`src/adc_pkg.sv`:
```
// ADC capture shared definitions
`default_nettype none

package adc_pkg;

	// data widths
	localparam int SAMPLE_W = 14;
	localparam int MEAN_W = 16; // sum of four samples fits
	localparam int NUM_CHAN = 4;

	// run structure
	localparam int NUM_PHASES = 5;
	localparam int SHOTS_PER_PHASE = 4;

	// timing in system clocks
	localparam int ADC_HALF_PERIOD = 10; // 200 MHz in, 10 MHz adc_clk out
	localparam int GND_CYCLES = 8;
	localparam int GAP_CYCLES = 2; // break before make
	localparam int VDD_CYCLES = 24;
	localparam int SAMPLE_DELAY_BASE = 20; // phase k samples at base minus k

	// derived shot timeline
	localparam int VDD_START = GND_CYCLES + GAP_CYCLES;
	localparam int SHOT_CYCLES = VDD_START + VDD_CYCLES;
	localparam int CAPTURE_STEP_BASE = VDD_START + SAMPLE_DELAY_BASE;

	// counter widths
	localparam int DIV_W = $clog2(ADC_HALF_PERIOD);
	localparam int STEP_W = $clog2(SHOT_CYCLES);
	localparam int SHOT_W = $clog2(SHOTS_PER_PHASE);

	typedef logic [SAMPLE_W-1:0] sample_t;
	typedef logic [MEAN_W-1:0] mean_t;
	typedef logic [2:0] phase_t;
	typedef logic [3:0] chan_sel_t; // 4 to 15 select nothing
	typedef logic [NUM_CHAN-1:0] chan_mask_t;

	typedef enum logic [1:0] {
		drive_off = 2'd0,
		drive_gnd = 2'd1,
		drive_vdd = 2'd2
	} drive_t;

endpackage

`default_nettype wire

```
`src/adc_capture_top.sv`:
```
// ADC capture controller top
`timescale 1ns/100ps
`default_nettype none

module adc_capture_top (
	input logic clk,
	input logic rst,
	input logic we,
	input logic start,
	input adc_pkg::chan_sel_t trigger_sel,
	input adc_pkg::sample_t bn,
	output logic adc_clk,
	output adc_pkg::chan_mask_t trigger_vdd,
	output adc_pkg::chan_mask_t trigger_gnd,
	output adc_pkg::mean_t mean_0,
	output adc_pkg::mean_t mean_1,
	output adc_pkg::mean_t mean_2,
	output adc_pkg::mean_t mean_3,
	output adc_pkg::mean_t mean_4,
	output logic done,
	output logic busy
);

	import adc_pkg::*;

	logic adc_tick;
	drive_t drive;
	logic capture;
	phase_t capture_phase;
	logic run_start;
	logic run_end;

	adc_clock_gen u_clock_gen (
		.clk (clk),
		.rst (rst),
		.we (we),
		.adc_clk (adc_clk),
		.adc_tick (adc_tick)
	);

	shot_sequencer u_sequencer (
		.clk (clk),
		.rst (rst),
		.we (we),
		.start (start),
		.adc_tick (adc_tick),
		.drive (drive),
		.capture (capture),
		.capture_phase (capture_phase),
		.run_start (run_start),
		.run_end (run_end),
		.busy (busy)
	);

	trigger_decoder u_decoder (
		.clk (clk),
		.rst (rst),
		.we (we),
		.run_start (run_start),
		.trigger_sel (trigger_sel),
		.drive (drive),
		.trigger_vdd (trigger_vdd),
		.trigger_gnd (trigger_gnd)
	);

	sample_averager u_averager (
		.clk (clk),
		.rst (rst),
		.we (we),
		.capture (capture),
		.run_start (run_start),
		.run_end (run_end),
		.capture_phase (capture_phase),
		.bn (bn),
		.mean_0 (mean_0),
		.mean_1 (mean_1),
		.mean_2 (mean_2),
		.mean_3 (mean_3),
		.mean_4 (mean_4),
		.done (done)
	);

endmodule

`default_nettype wire

```
`src/adc_clock_gen.sv`:
```
// ADC clock divider
`timescale 1ns/100ps
`default_nettype none

module adc_clock_gen (
	input logic clk,
	input logic rst,
	input logic we,
	output logic adc_clk,
	output logic adc_tick
);

	import adc_pkg::*;

	logic [DIV_W-1:0] div_cnt;
	logic half_done;

	assign half_done = (div_cnt == DIV_W'(ADC_HALF_PERIOD - 1));

	// half period counter, frozen while we is low
	always_ff @(posedge clk) begin
		if (rst) begin
			div_cnt <= '0;
			adc_clk <= 1'b0;
		end else if (we) begin
			if (half_done) begin
				div_cnt <= '0;
				adc_clk <= ~adc_clk;
			end else begin
				div_cnt <= div_cnt + 1'b1;
			end
		end
	end

	// adc_clk goes high at the coming edge
	assign adc_tick = we & half_done & ~adc_clk;

endmodule

`default_nettype wire

```
`src/sample_averager.sv`:
```
// Per-phase sample averager
`timescale 1ns/100ps
`default_nettype none

module sample_averager (
	input logic clk,
	input logic rst,
	input logic we,
	input logic capture,
	input logic run_start,
	input logic run_end,
	input adc_pkg::phase_t capture_phase,
	input adc_pkg::sample_t bn,
	output adc_pkg::mean_t mean_0,
	output adc_pkg::mean_t mean_1,
	output adc_pkg::mean_t mean_2,
	output adc_pkg::mean_t mean_3,
	output adc_pkg::mean_t mean_4,
	output logic done
);

	import adc_pkg::*;

	mean_t acc [NUM_PHASES]; // running sums, one per phase
	mean_t mean_q [NUM_PHASES];

	// accumulate the captured words of the current phase
	always_ff @(posedge clk) begin
		if (we) begin
			if (run_start) begin
				for (int k = 0; k < NUM_PHASES; k++) begin
					acc[k] <= '0;
				end
			end else if (capture) begin
				acc[capture_phase] <= acc[capture_phase] + MEAN_W'(bn);
			end
		end
	end

	// publish at run end, means hold until the next run completes
	always_ff @(posedge clk) begin
		if (rst) begin
			for (int k = 0; k < NUM_PHASES; k++) begin
				mean_q[k] <= '0;
			end
			done <= 1'b0;
		end else if (we) begin
			if (run_end) begin
				for (int k = 0; k < NUM_PHASES; k++) begin
					mean_q[k] <= acc[k] >> 2; // four shots per phase
				end
			end
			done <= run_end;
		end
	end

	assign mean_0 = mean_q[0];
	assign mean_1 = mean_q[1];
	assign mean_2 = mean_q[2];
	assign mean_3 = mean_q[3];
	assign mean_4 = mean_q[4];

endmodule

`default_nettype wire

```
`src/shot_sequencer.sv`:
```
// Trigger shot sequencer
`timescale 1ns/100ps
`default_nettype none

module shot_sequencer (
	input logic clk,
	input logic rst,
	input logic we,
	input logic start,
	input logic adc_tick,
	output adc_pkg::drive_t drive,
	output logic capture,
	output adc_pkg::phase_t capture_phase,
	output logic run_start,
	output logic run_end,
	output logic busy
);

	import adc_pkg::*;

	phase_t phase;
	logic [SHOT_W-1:0] shot_cnt;
	logic [STEP_W-1:0] step;
	logic [STEP_W-1:0] capture_step;
	logic in_shot; // a shot timeline is running
	logic shot_done;
	logic last_shot;
	logic last_phase;

	assign run_start = start & we & ~busy; // ignored while a run is active

	assign shot_done = in_shot & (step == STEP_W'(SHOT_CYCLES - 1));
	assign last_shot = (shot_cnt == SHOT_W'(SHOTS_PER_PHASE - 1));
	assign last_phase = (phase == phase_t'(NUM_PHASES - 1));

	assign run_end = we & shot_done & last_shot & last_phase;

	// phase, shot and step walk
	always_ff @(posedge clk) begin
		if (rst) begin
			busy <= 1'b0;
			in_shot <= 1'b0;
			step <= '0;
			shot_cnt <= '0;
			phase <= '0;
		end else if (we) begin
			if (run_start) begin
				busy <= 1'b1;
				shot_cnt <= '0;
				phase <= '0;
			end else if (busy) begin
				if (!in_shot) begin
					if (adc_tick) begin // shots align to adc_clk rising edges
						in_shot <= 1'b1;
						step <= '0;
					end
				end else if (shot_done) begin
					in_shot <= 1'b0;
					if (last_shot) begin
						shot_cnt <= '0;
						if (last_phase)
							busy <= 1'b0;
						else
							phase <= phase + phase_t'(1);
					end else begin
						shot_cnt <= shot_cnt + 1'b1;
					end
				end else begin
					step <= step + 1'b1;
				end
			end
		end
	end

	// ground, gap, then supply; off outside a shot
	always_comb begin
		drive = drive_off;
		if (in_shot) begin
			if (step < STEP_W'(GND_CYCLES))
				drive = drive_gnd;
			else if (step >= STEP_W'(VDD_START))
				drive = drive_vdd;
		end
	end

	// the decoder register puts the trigger_vdd edge one clock after the
	// first vdd step, so counting from that step lands bn on the wanted edge
	assign capture_step = STEP_W'(CAPTURE_STEP_BASE) - STEP_W'(phase);

	assign capture = we & in_shot & (step == capture_step);
	assign capture_phase = phase;

endmodule

`default_nettype wire

```
`src/trigger_decoder.sv`:
```
// Trigger switch decoder
`timescale 1ns/100ps
`default_nettype none

module trigger_decoder (
	input logic clk,
	input logic rst,
	input logic we,
	input logic run_start,
	input adc_pkg::chan_sel_t trigger_sel,
	input adc_pkg::drive_t drive,
	output adc_pkg::chan_mask_t trigger_vdd,
	output adc_pkg::chan_mask_t trigger_gnd
);

	import adc_pkg::*;

	chan_sel_t sel_q;
	chan_mask_t chan_mask;

	// channel held for the whole run
	always_ff @(posedge clk) begin
		if (rst)
			sel_q <= '0;
		else if (we && run_start)
			sel_q <= trigger_sel;
	end

	// one-hot channel, empty for out of range selections
	always_comb begin
		chan_mask = '0;
		for (int i = 0; i < NUM_CHAN; i++) begin
			if (sel_q == chan_sel_t'(i))
				chan_mask[i] = 1'b1;
		end
	end

	// drive level is exclusive, so vdd and gnd never overlap
	always_ff @(posedge clk) begin
		if (rst) begin
			trigger_vdd <= '0;
			trigger_gnd <= '0;
		end else if (we) begin
			trigger_vdd <= (drive == drive_vdd) ? chan_mask : '0;
			trigger_gnd <= (drive == drive_gnd) ? chan_mask : '0;
		end
	end

endmodule

`default_nettype wire

```
`config.mk`:
```
export PLATFORM = sky130hd
export DESIGN_NAME = adc_capture_top
export DESIGN_NICKNAME = d
export VERILOG_FILES = /design/src/adc_pkg.sv /design/src/adc_capture_top.sv /design/src/adc_clock_gen.sv /design/src/sample_averager.sv /design/src/shot_sequencer.sv /design/src/trigger_decoder.sv
export SDC_FILE = /design/constraint.sdc
export NUM_CORES = 1
export LEC_CHECK = 0
export ABC_CLOCK_PERIOD_IN_PS = 4700
export BUFFER_PORTS_ARGS = -buffer_cell sky130_fd_sc_hd__buf_4
export CAP_MARGIN = 20
export CORE_AREA = 4 4 192 194
export DETAILED_ROUTE_END_ITERATION = 10
export DIE_AREA = 0 0 196 198
export PLACE_DENSITY = 0.56
export SLEW_MARGIN = 20
export SYNTH_ARGS = -nofsm -noshare
export SYNTH_HDL_FRONTEND = slang
export SYNTH_HIERARCHICAL = 1
export SYNTH_SLANG_ARGS = --single-unit
```
`constraint.sdc`:
```
create_clock -name clk -period 4.7 [get_ports clk]
set_input_delay 0.235 -clock clk [delete_from_list [all_inputs] [get_ports clk]]
set_output_delay 0.235 -clock clk [all_outputs]
set_load 0.02 [all_outputs]
```
**Yosys cells after proc, flatten, opt, wreduce, memory -nomap -nowiden**

Memories as Yosys holds them, arrays and structs flattened. A register that Yosys moved wholly into a read port is not among the register bits.
Cells that the tools add are included.

- Register bits after elaboration: 31
- RAM bits: 150
- Input bits: 22
- Output and inout bits: 91
- Word-level logic and storage cells: 120
- Memories kept: 2

- $add $sub $neg: 6
- Magnitude comparators: 2
- Eq/ne operators: 12
- Multiplexer cells: 56
- Bitwise gates (word level): 18
- Reduce and logical (&&, ||, !) cells: 13

Memories:

| name | words | width | rd ports | clocked after memory_dff | wr ports | line | RTL |
|---|---|---|---|---|---|---|---|
| u_averager.acc | 5 | 16 | 6 | 1 | 5 | sample_averager.sv:24 | `mean_t acc [NUM_PHASES];` |
| u_averager.mean_q | 5 | 14 | 5 | 0 | 5 | sample_averager.sv:25 | `mean_t mean_q [NUM_PHASES];` |

Operator list:

| cell | count |
|---|---|
| $mux 14 | 5 |
| $mux 1 | 27 |
| $mux 3 | 9 |
| $mux 6 | 3 |
| $add 16x14->16 | 1 |
| $mux 16 | 1 |
| $mux 2 | 8 |
| $reduce_or 16->1 | 1 |
| $mux 4 | 3 |
| $and 1x1->1 | 10 |
| $reduce_bool 2->1 | 5 |
| $eq 4x2->1 const B | 2 |
| $add 6x1->6 const B | 1 |
| $eq 6x6->1 | 1 |
| $eq 6x6->1 const B | 1 |
| $ge 6x4->1 const B | 1 |
| $lt 6x4->1 const B | 1 |
| $reduce_and 6->1 | 1 |
| $sub 5x3->6 const A | 1 |
| $or 1x1->1 | 5 |
| $reduce_and 5->1 | 1 |
| $add 4x1->4 const B | 1 |
| $eq 2x2->1 const B | 2 |
| $eq 4x1->1 const B | 1 |
| other kinds (13) | 15 |

**Depth between registers and ports, before layout**

Gate-level depths: netlist (run 1).

- Depth in word-level cells: 10
- Mapped depth: 15

**By module**

The synthesis (run 1) kept the hierarchy.

By module, submodules not included:

| module | instances | cells each | area each (um^2) | sequential area each (um^2) |
|---|---|---|---|---|
| sample_averager | 1 | 633 | 8828.5 | 5965.7 |
| shot_sequencer | 1 | 94 | 795.8 | 260.2 |
| trigger_decoder | 1 | 42 | 526.8 | 240.2 |
| adc_clock_gen | 1 | 23 | 235.2 | 100.1 |

**Worst setup path before layout (run 1)**

Ideal clock, no wire load.

- Path kind: reg2reg
- From: register u_sequencer.phase[0] (netlist: u_sequencer/capture_phase[0])
- To: memory u_averager/acc[5][8] in the netlist's numbering, data pin
- Arrival time: 3.320 ns
- Data required time: 4.425 ns
- Slack: 1.106 ns
- Stages on the path, launching flop included: 12
- Buffers on the path: 2
- Period minus slack after synthesis: 3.594 ns
- Path through: dfxtp_1 > buf_2 > buf_2 > mux4_2 > mux2_2 > ha_1 > nor2b_1 > o31a_1 > o22a_1 > a31oi_1 > xor2_1 > inv_1

RTL lines:

| item | line | RTL |
|---|---|---|
| start, declared | shot_sequencer.sv:21 | `phase_t phase;` |
| start signal, assigned | shot_sequencer.sv:64 | `phase <= phase + phase_t'(1);` |
| end, declared | sample_averager.sv:24 |  |

==> results of run 1 <==
[final timing paths]
| kind | from | endpoint | slack [ns] |
|---|---|---|---|
| setup / recovery | u_sequencer/capture_phase[0] | u_averager/acc[5][14] | 0.70 |
| hold / removal | start | u_sequencer/busy | 0.08 |
| setup reg to reg | u_sequencer/capture_phase[0] | u_averager/acc[5][14] | 0.70 |
| hold reg to reg | u_sequencer/shot_cnt[1] | u_sequencer/shot_cnt[1] | 0.46 |
[cells in the final DEF, fill, tap and decap left out, types with 19 or more instances in the layout]
cell type and instances:
edfxtp_1 198, dfxtp_1 29, clkbuf_16 26, nand2_1 35, nor2_1 116, a21oi_1 29
and2_1 70, ha_1 19, inv_1 28, buf_4 121
[through the flow]
stage / util / worst slack [ns] / cells
6_report: 0.358 / 0.705 / 1392
5_1_grt: 0.358 / 0.299 / 1392
4_1_cts: 0.358 / 0.667 / 1392
3_5_place_dp: 0.334 / 0.703 / 1340
3_3_place_gp: 0.333 / 0.731 / 1339
2_1_floorplan: - / 1.11 / 801
[flip-flops by register name (all words and copies together), names as in the netlist]
register	flops
u_sequencer/capture_phase	3
u_sequencer/busy	1
u_averager/done	1
u_decoder/trigger_gnd	4
u_decoder/trigger_vdd	4
u_sequencer/shot_cnt	2
u_clock_gen/adc_clk	1
u_sequencer/step	6
u_sequencer/in_shot	1
u_clock_gen/div_cnt	4
u_decoder/sel_q	4
u_averager/mean_q	70
u_averager/acc	128
[area by class of cell]
cell class              instances  share of cell area
clock inverters                17              0.0111
clock buffers                  31              0.0531
inverters                      28             0.00833
multi-input cells             498               0.281
flip-flops and latches        229               0.521
well taps                     461              0.0457
repair buffers                128              0.0799
[report_power, final]
part	internal, uW	switching [uW]
clock	1120	794
sequential	2240	15.5
combinational	86.4	159
[layer usage]
| metal | up-vias | global-route usage |
|---|---|---|
| met5 | - | 0 |
| met3 | 36 | 0.0223 |
| li1 | 3113 | - |
| met2 | 229 | 0.206 |
| met1 | 3217 | 0.181 |
| met4 | 0 | 0.0256 |
[cell families (layout without fill, tap and decap cells)]
logic type / after synthesis / in the layout / synth area share
buffers and inverters: 74 / 204 / 0.0326
and+or+nand+nor: 288 / 288 / 0.149
xor gates and xnor gates: 20 / 20 / 0.0169
DFF: 229 / 229 / 0.632
other: 1 / 10 / 0.000361
adders and majority gates: 20 / 20 / 0.0248
muxes: 43 / 43 / 0.0620
AOI/OAI and AO/OA: 117 / 117 / 0.0819
[worst max-delay path, delay by kind of cell (launching register included)]
family,cells,cell delay [ns]
XOR/XNOR,1,0.42
AO/OA/AOI/OAI,6,1.10
adder cells (fa/ha/maj),2,0.60
AND/OR/NAND/NOR,2,0.51
flip-flops,1,0.59
buffers and inverters,3,0.47
[what timing repair did]
item	4_1_cts	5_1_grt
endpoints found under the setup margin	0	0
hold buffers	4	0
endpoints found under the hold margin	4	0
==> impl_metrics.csv, run 1 <==
group,metric,value,unit
sta,worst-slew-pin-transition,1.03,ns
synthesis,avgSynthCellArea,13.1,um^2
floorplanning,die_h,198,um
detailed_routing,vias,6595,
finish,diodes,0,
synthesis,synth_commonest_cells,"198 x edfxtp_1, 117 x nor2_1, 70 x and2_1",
sta,min_period,4.00,ns
detailed_routing,avgViaCountPerCell,4.74,
finish,nNetsFinal,953,
setup_path,cpPeakStageDelay,0.59,ns
finish,multi_input_area,3550,um^2
finish,layout-drive-gt1-share,0.236,
setup_path,path_common_cell,"inv_1",
setup_path,worstPathArrival,4.24,ns
placement,port_buffers,102,
power_and_ir_drop,max-vdd-ir-drop,328,uV
floorplanning,die_x,196,um
floorplanning,rows,69,
sta,period_share,0.850,
synthesis,yosys.cell_types.count,76,
floorplanning,die_area,38800,um^2
synthesis,synth_top_area_share,0.572,
synthesis,ys_seq_area_frac,0.632,
floorplanning,core,35200,um^2
clock_network,clockBufferDepth,3,
setup_path,rr_worst_depth,14,
floorplanning,start_util,0.295,
placement,dpl_cell_area,11800,um^2
detailed_routing,drtPass1Iterations,5,
setup_path,cp.required,4.95,ns
sta,whs,0.0838,ns
sta,setup_viol,0,
setup_path,critPathLaunchType,"register",
clock_network,insertion_delay,0.53,ns
setup_path,crit_chain,"buf_12, and2_0, a22oi_1, a21oi_1, a221o_1, ha_1, inv_1, fa_1, nor2b_1, o31a_1, o211ai_1, a31oi_1, xor2_1, inv_1",
setup_path,end_kind,"register",
power_and_ir_drop,power_density,350,nW/um^2
sta,drv_slew,0,
clock_network,path_clk_slew,0.06,ns
sta,max_slew_margin,0.311,
run_status,status,"completed",
sta,fin_skew,0.0216,ns
synthesis,synth.most_common_cell,"edfxtp_1",
clock_network,post-cts-setup-buffer-count,0,
worst_hold_path,min_path_type,"in -> reg",
detailed_routing,drtAntennaViolNets,0,
clock_network,cts_tree,"yes",
setup_path,cp_max_fo,25,
synthesis,synth_top_area_cell,"edfxtp_1",
clock_network,cts_buffers,26,
setup_path,cpMaxStageDelayCell,"dfxtp_2",
placement,hpwl,18.0,mm
detailed_routing,routedWlPerCell,18.2,um
synthesis,syn_area,10400,um^2
floorplanning,io_pins,113,
sta,timing.fmax,250,MHz
synthesis,synthArstFlopShare,0,
placement,gp_congestion,0.906,
global_routing,grt_max_degree,52,
synthesis,yosys_warnings,6,
finish,design_area,12600,um^2
synthesis,synthTopCellsByArea,"edfxtp_1 57%, dfxtp_1 6.0%, nor2_1 4.2%",
synthesis,synth-seq-cells,229,
finish,fillers,3441,
synthesis,synth-edff-count,198,
detailed_routing,met3_length,1.70,mm
clock_network,clock_sinks,229,
clock_network,cts_resized,0,
global_routing,grt_pass1_wl,39.0,mm
detailed_routing,drt-total-wl,25.3,mm
detailed_routing,drt_iter0_drc,655,
setup_path,criticalPathCategory,"reg -> reg",
global_routing,gr-usage-all-layers,0.127,
power_and_ir_drop,p_leak,0.00485,uW
sta,tns,0,ns
detailed_routing,highest_layer,"met4",
sta,finalHoldViolCount,0,
clock_network,root_buffer,"clkbuf_16",
global_routing,antenna_found_initial,0,
clock_network,cts.htree.levels,1,
sta,rsz0062_at_grt,"no",
synthesis,synth-main-ff-cell,"edfxtp_1",
global_routing,grt_pass1_vias,6541,
detailed_routing,wl_met2,11.6,mm
detailed_routing,drc,0,
global_routing,grt_overflow,0,
run,drv_cap,0,
finish,syn_to_final_growth,21.5,%
detailed_routing,wl_met1,11.5,mm
power_and_ir_drop,p_total,4420,uW
worst_hold_path,hold_depth,3,
finish,seq_area,6570,um^2
synthesis,netlist_instances,792,
(Power assumes the default switching activity.)
==> run 2: changes to the inputs <==
--- a/config.mk
+++ b/config.mk
@@ -9,6 +9,7 @@
 export BUFFER_PORTS_ARGS = -buffer_cell sky130_fd_sc_hd__buf_4
 export CAP_MARGIN = 20
 export CORE_AREA = 4 4 192 194
+export CTS_BUF_LIST = sky130_fd_sc_hd__clkbuf_4 sky130_fd_sc_hd__clkbuf_8 sky130_fd_sc_hd__clkbuf_16
 export DETAILED_ROUTE_END_ITERATION = 10
 export DIE_AREA = 0 0 196 198
 export PLACE_DENSITY = 0.56
==> run 2 against run 1 <==
Hold slack about the same. First-iteration DRC count shrank 0.76%. Via count barely moved. Cell count is the same.
==> impl_metrics.csv, run 2 (same netlist as run 1, synthesis figures left out) <==
group,metric,value,unit
global_routing,grt_pass1_vias,6543,
sta,max_slew_margin,0.318,
setup_path,r2r_end,"u_averager/acc[7][7]",
sta,fin_skew,0.0208,ns
clock_network,cts_tree,"yes",
sta,finalHoldViolCount,0,
sta,tns,0,ns
clock_network,clockBufferDepth,3,
finish,final_cell_mix,"198 x edfxtp_1, 121 x buf_4, 116 x nor2_1",
detailed_routing,vias,6589,
finish,design_area,12600,um^2
clock_network,path_clk_slew,0.06,ns
detailed_routing,drt_iter0_drc,650,
placement,dpl_cell_area,11800,um^2
placement,dp_slack,0.703,ns
setup_path,cp_max_fo,11,
power_and_ir_drop,pwr-share-clk,0.438,
power_and_ir_drop,p_comb_frac,0.055,
finish,final_common_cell,"edfxtp_1",
setup_path,cp.required,4.94,ns
power_and_ir_drop,power_density,352,nW/um^2
detailed_routing,avgViaCountPerCell,4.73,
global_routing,grt_overflow,0,
floorplanning,core,35200,um^2
power_and_ir_drop,p_sw,970,uW
power_and_ir_drop,max-vdd-ir-drop,328,uV
finish,layout-drive-gt1-share,0.242,
setup_path,worstPathArrival,4.26,ns
finish,largest_reg_flops,128,
setup_path,crit_start,"u_sequencer/capture_phase[2]",
placement,gp_congestion,0.906,
setup_path,regToRegSetupSlack,0.68,ns
floorplanning,io_pins,113,
global_routing,gr-usage-all-layers,0.127,
finish,top_regs,"u_averager/acc: 128 flops, u_averager/mean_q: 70 flops, u_sequencer/step: 6 flops",
clock_network,clock_sinks,229,
setup_path,end_kind,"register",
setup_path,criticalPathCategory,"reg -> reg",
power_and_ir_drop,p_leak,0.00486,uW
setup_path,critPathLaunchType,"register",
run,drv_cap,0,
worst_hold_path,min_path_type,"in -> reg",
power_and_ir_drop,pwr-share-seq,0.507,
sta,setup_ws,0.679,ns
setup_path,rr_worst_depth,12,
floorplanning,start_util,0.295,
sta,min_period,4.02,ns
clock_network,cts_buffers,26,
global_routing,grt_pass1_wl,39.0,mm
finish,diodes,0,
placement,port_buffers,102,
clock_network,insertion_delay,0.53,ns
sta,setup_viol,0,
floorplanning,die_area,38800,um^2
clock_network,cts.htree.levels,1,
floorplanning,rows,69,
sta,timing.fmax,249,MHz
sta,rsz0062_at_grt,"no",
clock_network,cts_resized,0,
detailed_routing,drt-total-wl,25.3,mm
power_and_ir_drop,switching_share,0.218,
floorplanning,die_x,196,um
finish,top_register,"u_averager/acc",
detailed_routing,drtAntennaViolNets,0,
floorplanning,die_h,198,um
sta,period_share,0.856,
detailed_routing,routedWlPerCell,18.2,um
sta,drv_slew,0,
power_and_ir_drop,power.internal,3480,uW
setup_path,r2r-start,"u_sequencer/capture_phase[2]",
global_routing,grt_max_degree,52,
run_status,status,"completed",
placement,hpwl,18.0,mm
clock_network,root_buffer,"clkbuf_16",
sta,worst-slew-pin-transition,1.02,ns
setup_path,crit_end,"u_averager/acc[7][7]",
finish,nNetsFinal,953,
global_routing,antenna_found_initial,0,
finish,syn_to_final_growth,21.6,%
detailed_routing,drtPass1Iterations,5,
detailed_routing,drc,0,
==> run 2: cell types whose count changed in the layout (fill, tap and decap cells not counted) <==
cell / previous run / this run
clkbuf_1: 5 / 0
clkbuf_4: 0 / 5
==> run 2: cell type report <==
| class | instances | area (um^2) |
|---|---|---|
| fill | 3434 | 22600 |
| sequential | 229 | 6570 |
| multi-input combinational | 498 | 3550 |
| timing repair buffer | 128 | 1010 |
| clock buffer | 31 | 688 |
| tap | 461 | 577 |
| clock inverter | 17 | 140 |
| inverter | 28 | 105 |
==> run 2: how the worst min path moves through the flow <==
| stage | start | to | slack (ns) | cells past startpoint |
|---|---|---|---|---|
| after floorplan | rst | u_averager/done | 0.30 | 1 |
| after global placement | u_sequencer/shot_cnt[1] | u_sequencer/shot_cnt[1] | 0.45 | 2 |
| after detailed placement | u_sequencer/shot_cnt[1] | u_sequencer/shot_cnt[1] | 0.46 | 2 |
| after CTS | rst | u_sequencer/in_shot | 0.05 | 2 |
| after global routing | rst | u_sequencer/in_shot | 0.06 | 2 |
| final | start | u_sequencer/busy | 0.08 | 3 |
==> run 2: repair_timing <==
| action | CTS | global route |
|---|---|---|
| setup buffers | 0 | 0 |
| hold buffers | 4 | 0 |
| hold endpoints to repair | 4 | 0 |
| setup endpoints to repair | 0 | 0 |
==> run 2: per-layer routing <==
layer  global-route usage  routed length (um)
met1                0.182               11500
met2                0.206               11600
met3               0.0223                1690
met4               0.0256                 537
met5                    0                   0
==> run 2: through the flow <==
stage / utilization / hold WS, ns / instances / total power (uW)
after floorplan: - / 0.304 / 801 / 2440
after global placement: 0.333 / 0.450 / 1339 / 2540
after detailed placement: 0.334 / 0.459 / 1340 / 2540
after CTS: 0.359 / 0.0519 / 1392 / 4500
after global routing: 0.359 / 0.0647 / 1392 / 4610
final: 0.359 / 0.0833 / 1392 / 4450
==> run 2: power groups by stage <==
stage,Combinational [uW],Sequential [uW],Clock [uW]
2_1_floorplan,98.2,2340,0
3_3_place_gp,243,2300,0
3_5_place_dp,245,2300,0
4_1_cts,248,2260,2000
5_1_grt,264,2260,2090
6_report,246,2250,1950
==> run 2: critical path, cell delays in order, from the launching register on <==
cell and delay, ns:
dfxtp_1 0.65, nor2b_1 0.63, a221oi_1 0.17, a21o_1 0.20, o221a_2 0.14, inv_1 0.06
ha_1 0.23, a211oi_1 0.39, o21ai_1 0.22, a21o_1 0.21, a21oi_1 0.19, xor2_1 0.49
inv_1 0.17
==> run 3: changes to the inputs <==
--- a/config.mk
+++ b/config.mk
@@ -12,8 +12,8 @@
 export CTS_BUF_LIST = sky130_fd_sc_hd__clkbuf_4 sky130_fd_sc_hd__clkbuf_8 sky130_fd_sc_hd__clkbuf_16
 export DETAILED_ROUTE_END_ITERATION = 10
 export DIE_AREA = 0 0 196 198
+export GPL_TIMING_DRIVEN = 0
 export PLACE_DENSITY = 0.56
-export SLEW_MARGIN = 20
 export SYNTH_ARGS = -nofsm -noshare
 export SYNTH_HDL_FRONTEND = slang
 export SYNTH_HIERARCHICAL = 1
==> run 3 against run 2 <==
Hold slack worse by 0.021 ns. Wire length grew 3.5%. Clock power increased by 3%. Global-route usage increased by 0.46 points. Sequential power barely moved. Power up 1.5%.
==> impl_metrics.csv, run 3 (same netlist as run 1, synthesis figures left out) <==
group,metric,value,unit
setup_path,cpPeakStageDelay,0.54,ns
floorplanning,die_h,198,um
detailed_routing,drtPass1Iterations,4,
finish,layout-drive-gt1-share,0.243,
floorplanning,start_util,0.295,
sta,min_period,4.40,ns
sta,worst-slew-pin-transition,0.878,ns
floorplanning,core,35200,um^2
global_routing,grt_overflow,0,
power_and_ir_drop,power_density,353,nW/um^2
setup_path,crit_chain,"clkbuf_1, buf_1, clkbuf_1, nor2_1, a221o_1, ha_1, and3_2, and3_1, nand3_1, a311oi_2, xor2_2, inv_1",
finish,largest_reg_flops,128,
placement,dp_slack,-0.0840,ns
detailed_routing,routedWlPerCell,18.4,um
setup_path,criticalPathCategory,"reg -> reg",
setup_path,path_common_cell,"clkbuf_1",
global_routing,grt_max_degree,49,
floorplanning,io_pins,113,
detailed_routing,avgViaCountPerCell,4.70,
finish,nNetsFinal,983,
finish,top_regs,"u_averager/acc: 128 flops, u_averager/mean_q: 70 flops, u_sequencer/step: 6 flops",
detailed_routing,drtAntennaViolNets,0,
clock_network,root_buffer,"clkbuf_16",
clock_network,clock_sinks,229,
finish,final_cell_mix,"198 x edfxtp_1, 116 x nor2_1, 113 x buf_4",
sta,period_share,0.937,
finish,fillers,3497,
clock_network,cts.htree.levels,1,
clock_network,post-cts-setup-buffer-count,0,
floorplanning,die_area,38800,um^2
detailed_routing,drt_iter0_drc,543,
run_status,status,"completed",
placement,dpl_cell_area,11800,um^2
setup_path,critPathTopFamily,"buffers and inverters",
power_and_ir_drop,pwr-share-seq,0.499,
setup_path,worstPathArrival,4.69,ns
sta,rsz0062_at_grt,"no",
worst_hold_path,hold_depth,3,
power_and_ir_drop,p_leak,0.00495,uW
finish,diodes,0,
finish,design_area,12800,um^2
global_routing,grt_pass1_vias,6740,
power_and_ir_drop,switching_share,0.223,
setup_path,cpMaxStageDelayCell,"buf_1",
floorplanning,rows,69,
worst_hold_path,hold_end,"u_sequencer/busy",
run,drv_cap,0,
setup_path,critPathLaunchType,"register",
global_routing,grt_pass1_wl,40.2,mm
power_and_ir_drop,p_total,4510,uW
power_and_ir_drop,power.internal,3510,uW
sta,fin_skew,0.0243,ns
setup_path,end_kind,"register",
worst_hold_path,hold_start,"start",
setup_path,r2r-start,"u_sequencer/capture_phase[2]",
power_and_ir_drop,p_comb_frac,0.055,
power_and_ir_drop,p_sw,1010,uW
sta,setup_ws,0.298,ns
sta,setup_viol,0,
placement,gp_congestion,0.826,
clock_network,insertion_delay,0.55,ns
placement,port_buffers,102,
detailed_routing,drt-total-wl,26.2,mm
detailed_routing,drc,0,
finish,final_common_cell,"edfxtp_1",
clock_network,clockBufferDepth,3,
setup_path,r2r_end,"u_averager/acc[6][15]",
clock_network,cts_tree,"yes",
clock_network,cts_buffers,27,
floorplanning,die_x,196,um
placement,hpwl,18.8,mm
setup_path,regToRegSetupSlack,0.30,ns
setup_path,rr_worst_depth,12,
global_routing,gr-usage-all-layers,0.132,
power_and_ir_drop,max-vdd-ir-drop,261,uV
setup_path,cp_max_fo,10,
sta,max_slew_margin,0.412,
finish,top_register,"u_averager/acc",
global_routing,antenna_found_initial,2,
detailed_routing,vias,6687,
finish,syn_to_final_growth,23.1,%
clock_network,path_clk_slew,0.06,ns
power_and_ir_drop,pwr-share-clk,0.445,
sta,timing.fmax,227,MHz
worst_hold_path,min_path_type,"in -> reg",
sta,finalHoldViolCount,0,
setup_path,path_buf_inv,4,
sta,drv_slew,0,
setup_path,cp.required,4.99,ns
-- run 3: changes by cell type in the layout (fill, tap and decap cells not counted), moves of 2 or more --
cell      previous run  this run
buf_12               3         0
clkinv_2             6         8
buf_2                0         9
xor2_1              12         9
xor2_2               0         3
buf_4              121       113
clkbuf_4             5         3
buf_1                0         2
buf_6                0         4
clkbuf_1             0        21
-- run 3: power groups by stage --
stage                     Clock, uW  Combinational, uW  Sequential [uW]
after CTS                      2070                252             2260
after floorplan                   0               98.2             2340
after global placement            0                242             2300
after global routing           2160                271             2260
final                          2010                250             2250
after detailed placement          0                248             2300
-- run 3: worst max-delay path by stage --
stage | start | end | slack [ns] | depth (start not counted)
finish | u_sequencer/capture_phase[2] | u_averager/acc[6][15] | 0.30 | 12
global route | u_sequencer/capture_phase[2] | u_averager/acc[7][15] | 0.08 | 13
CTS | u_sequencer/capture_phase[0] | u_averager/acc[6][15] | 0.04 | 11
detailed placement | u_sequencer/capture_phase[0] | u_averager/acc[6][15] | -0.08 | 11
global placement | u_sequencer/capture_phase[0] | u_averager/acc[6][11] | -0.14 | 7
floorplan | u_sequencer/capture_phase[0] | u_averager/acc[5][8] | 1.11 | 11
-- run 3: cell type report --
cell class              instances  area [um^2]  area share
plain buffers                  46          238      0.0186
clock inverters                21          166      0.0130
repair buffers                111          877      0.0686
flip-flops and latches        229         6570       0.514
well taps                     461          577      0.0451
multi-input cells             498         3560       0.279
inverters                      28          105     0.00822
clock buffers                  29          691      0.0540
-- run 3: worst reg2reg max path: stages, from the launching register on --
cell and delay, ns:
dfxtp_1 0.39, clkbuf_1 0.36, buf_1 0.54, clkbuf_1 0.49
nor2_1 0.11, a221o_1 0.33, ha_1 0.39, and3_2 0.27
and3_1 0.17, nand3_1 0.11, a311oi_2 0.52, xor2_2 0.35
inv_1 0.12
-- run 3: metrics by stage --
step           setup TNS, ns  cells  hold WS (ns)  utilization
3_3_place_gp           -2.33   1364         0.451        0.334
4_1_cts                    0   1423        0.0326        0.362
6_report                   0   1423        0.0627        0.363
3_5_place_dp          -0.435   1368         0.469        0.336
2_1_floorplan              0    801         0.304            -
5_1_grt                    0   1423        0.0970        0.363
-- run 3: what timing repair did --
action / CTS / global route
hold endpoints to repair: 10 / 0
hold buffers: 5 / 0
pin swaps: 0 / 0
cloned: 0 / 0
resized for setup: 1 / 7
endpoints found under the setup margin: 8 / 35
-- run 3: per-layer routing --
layer	wire, um	up-vias	track usage
met5	34	-	0
li1	-	3186	-
met1	11700	3258	0.179
met4	605	4	0.0292
met2	12300	195	0.220
met3	1630	44	0.0264
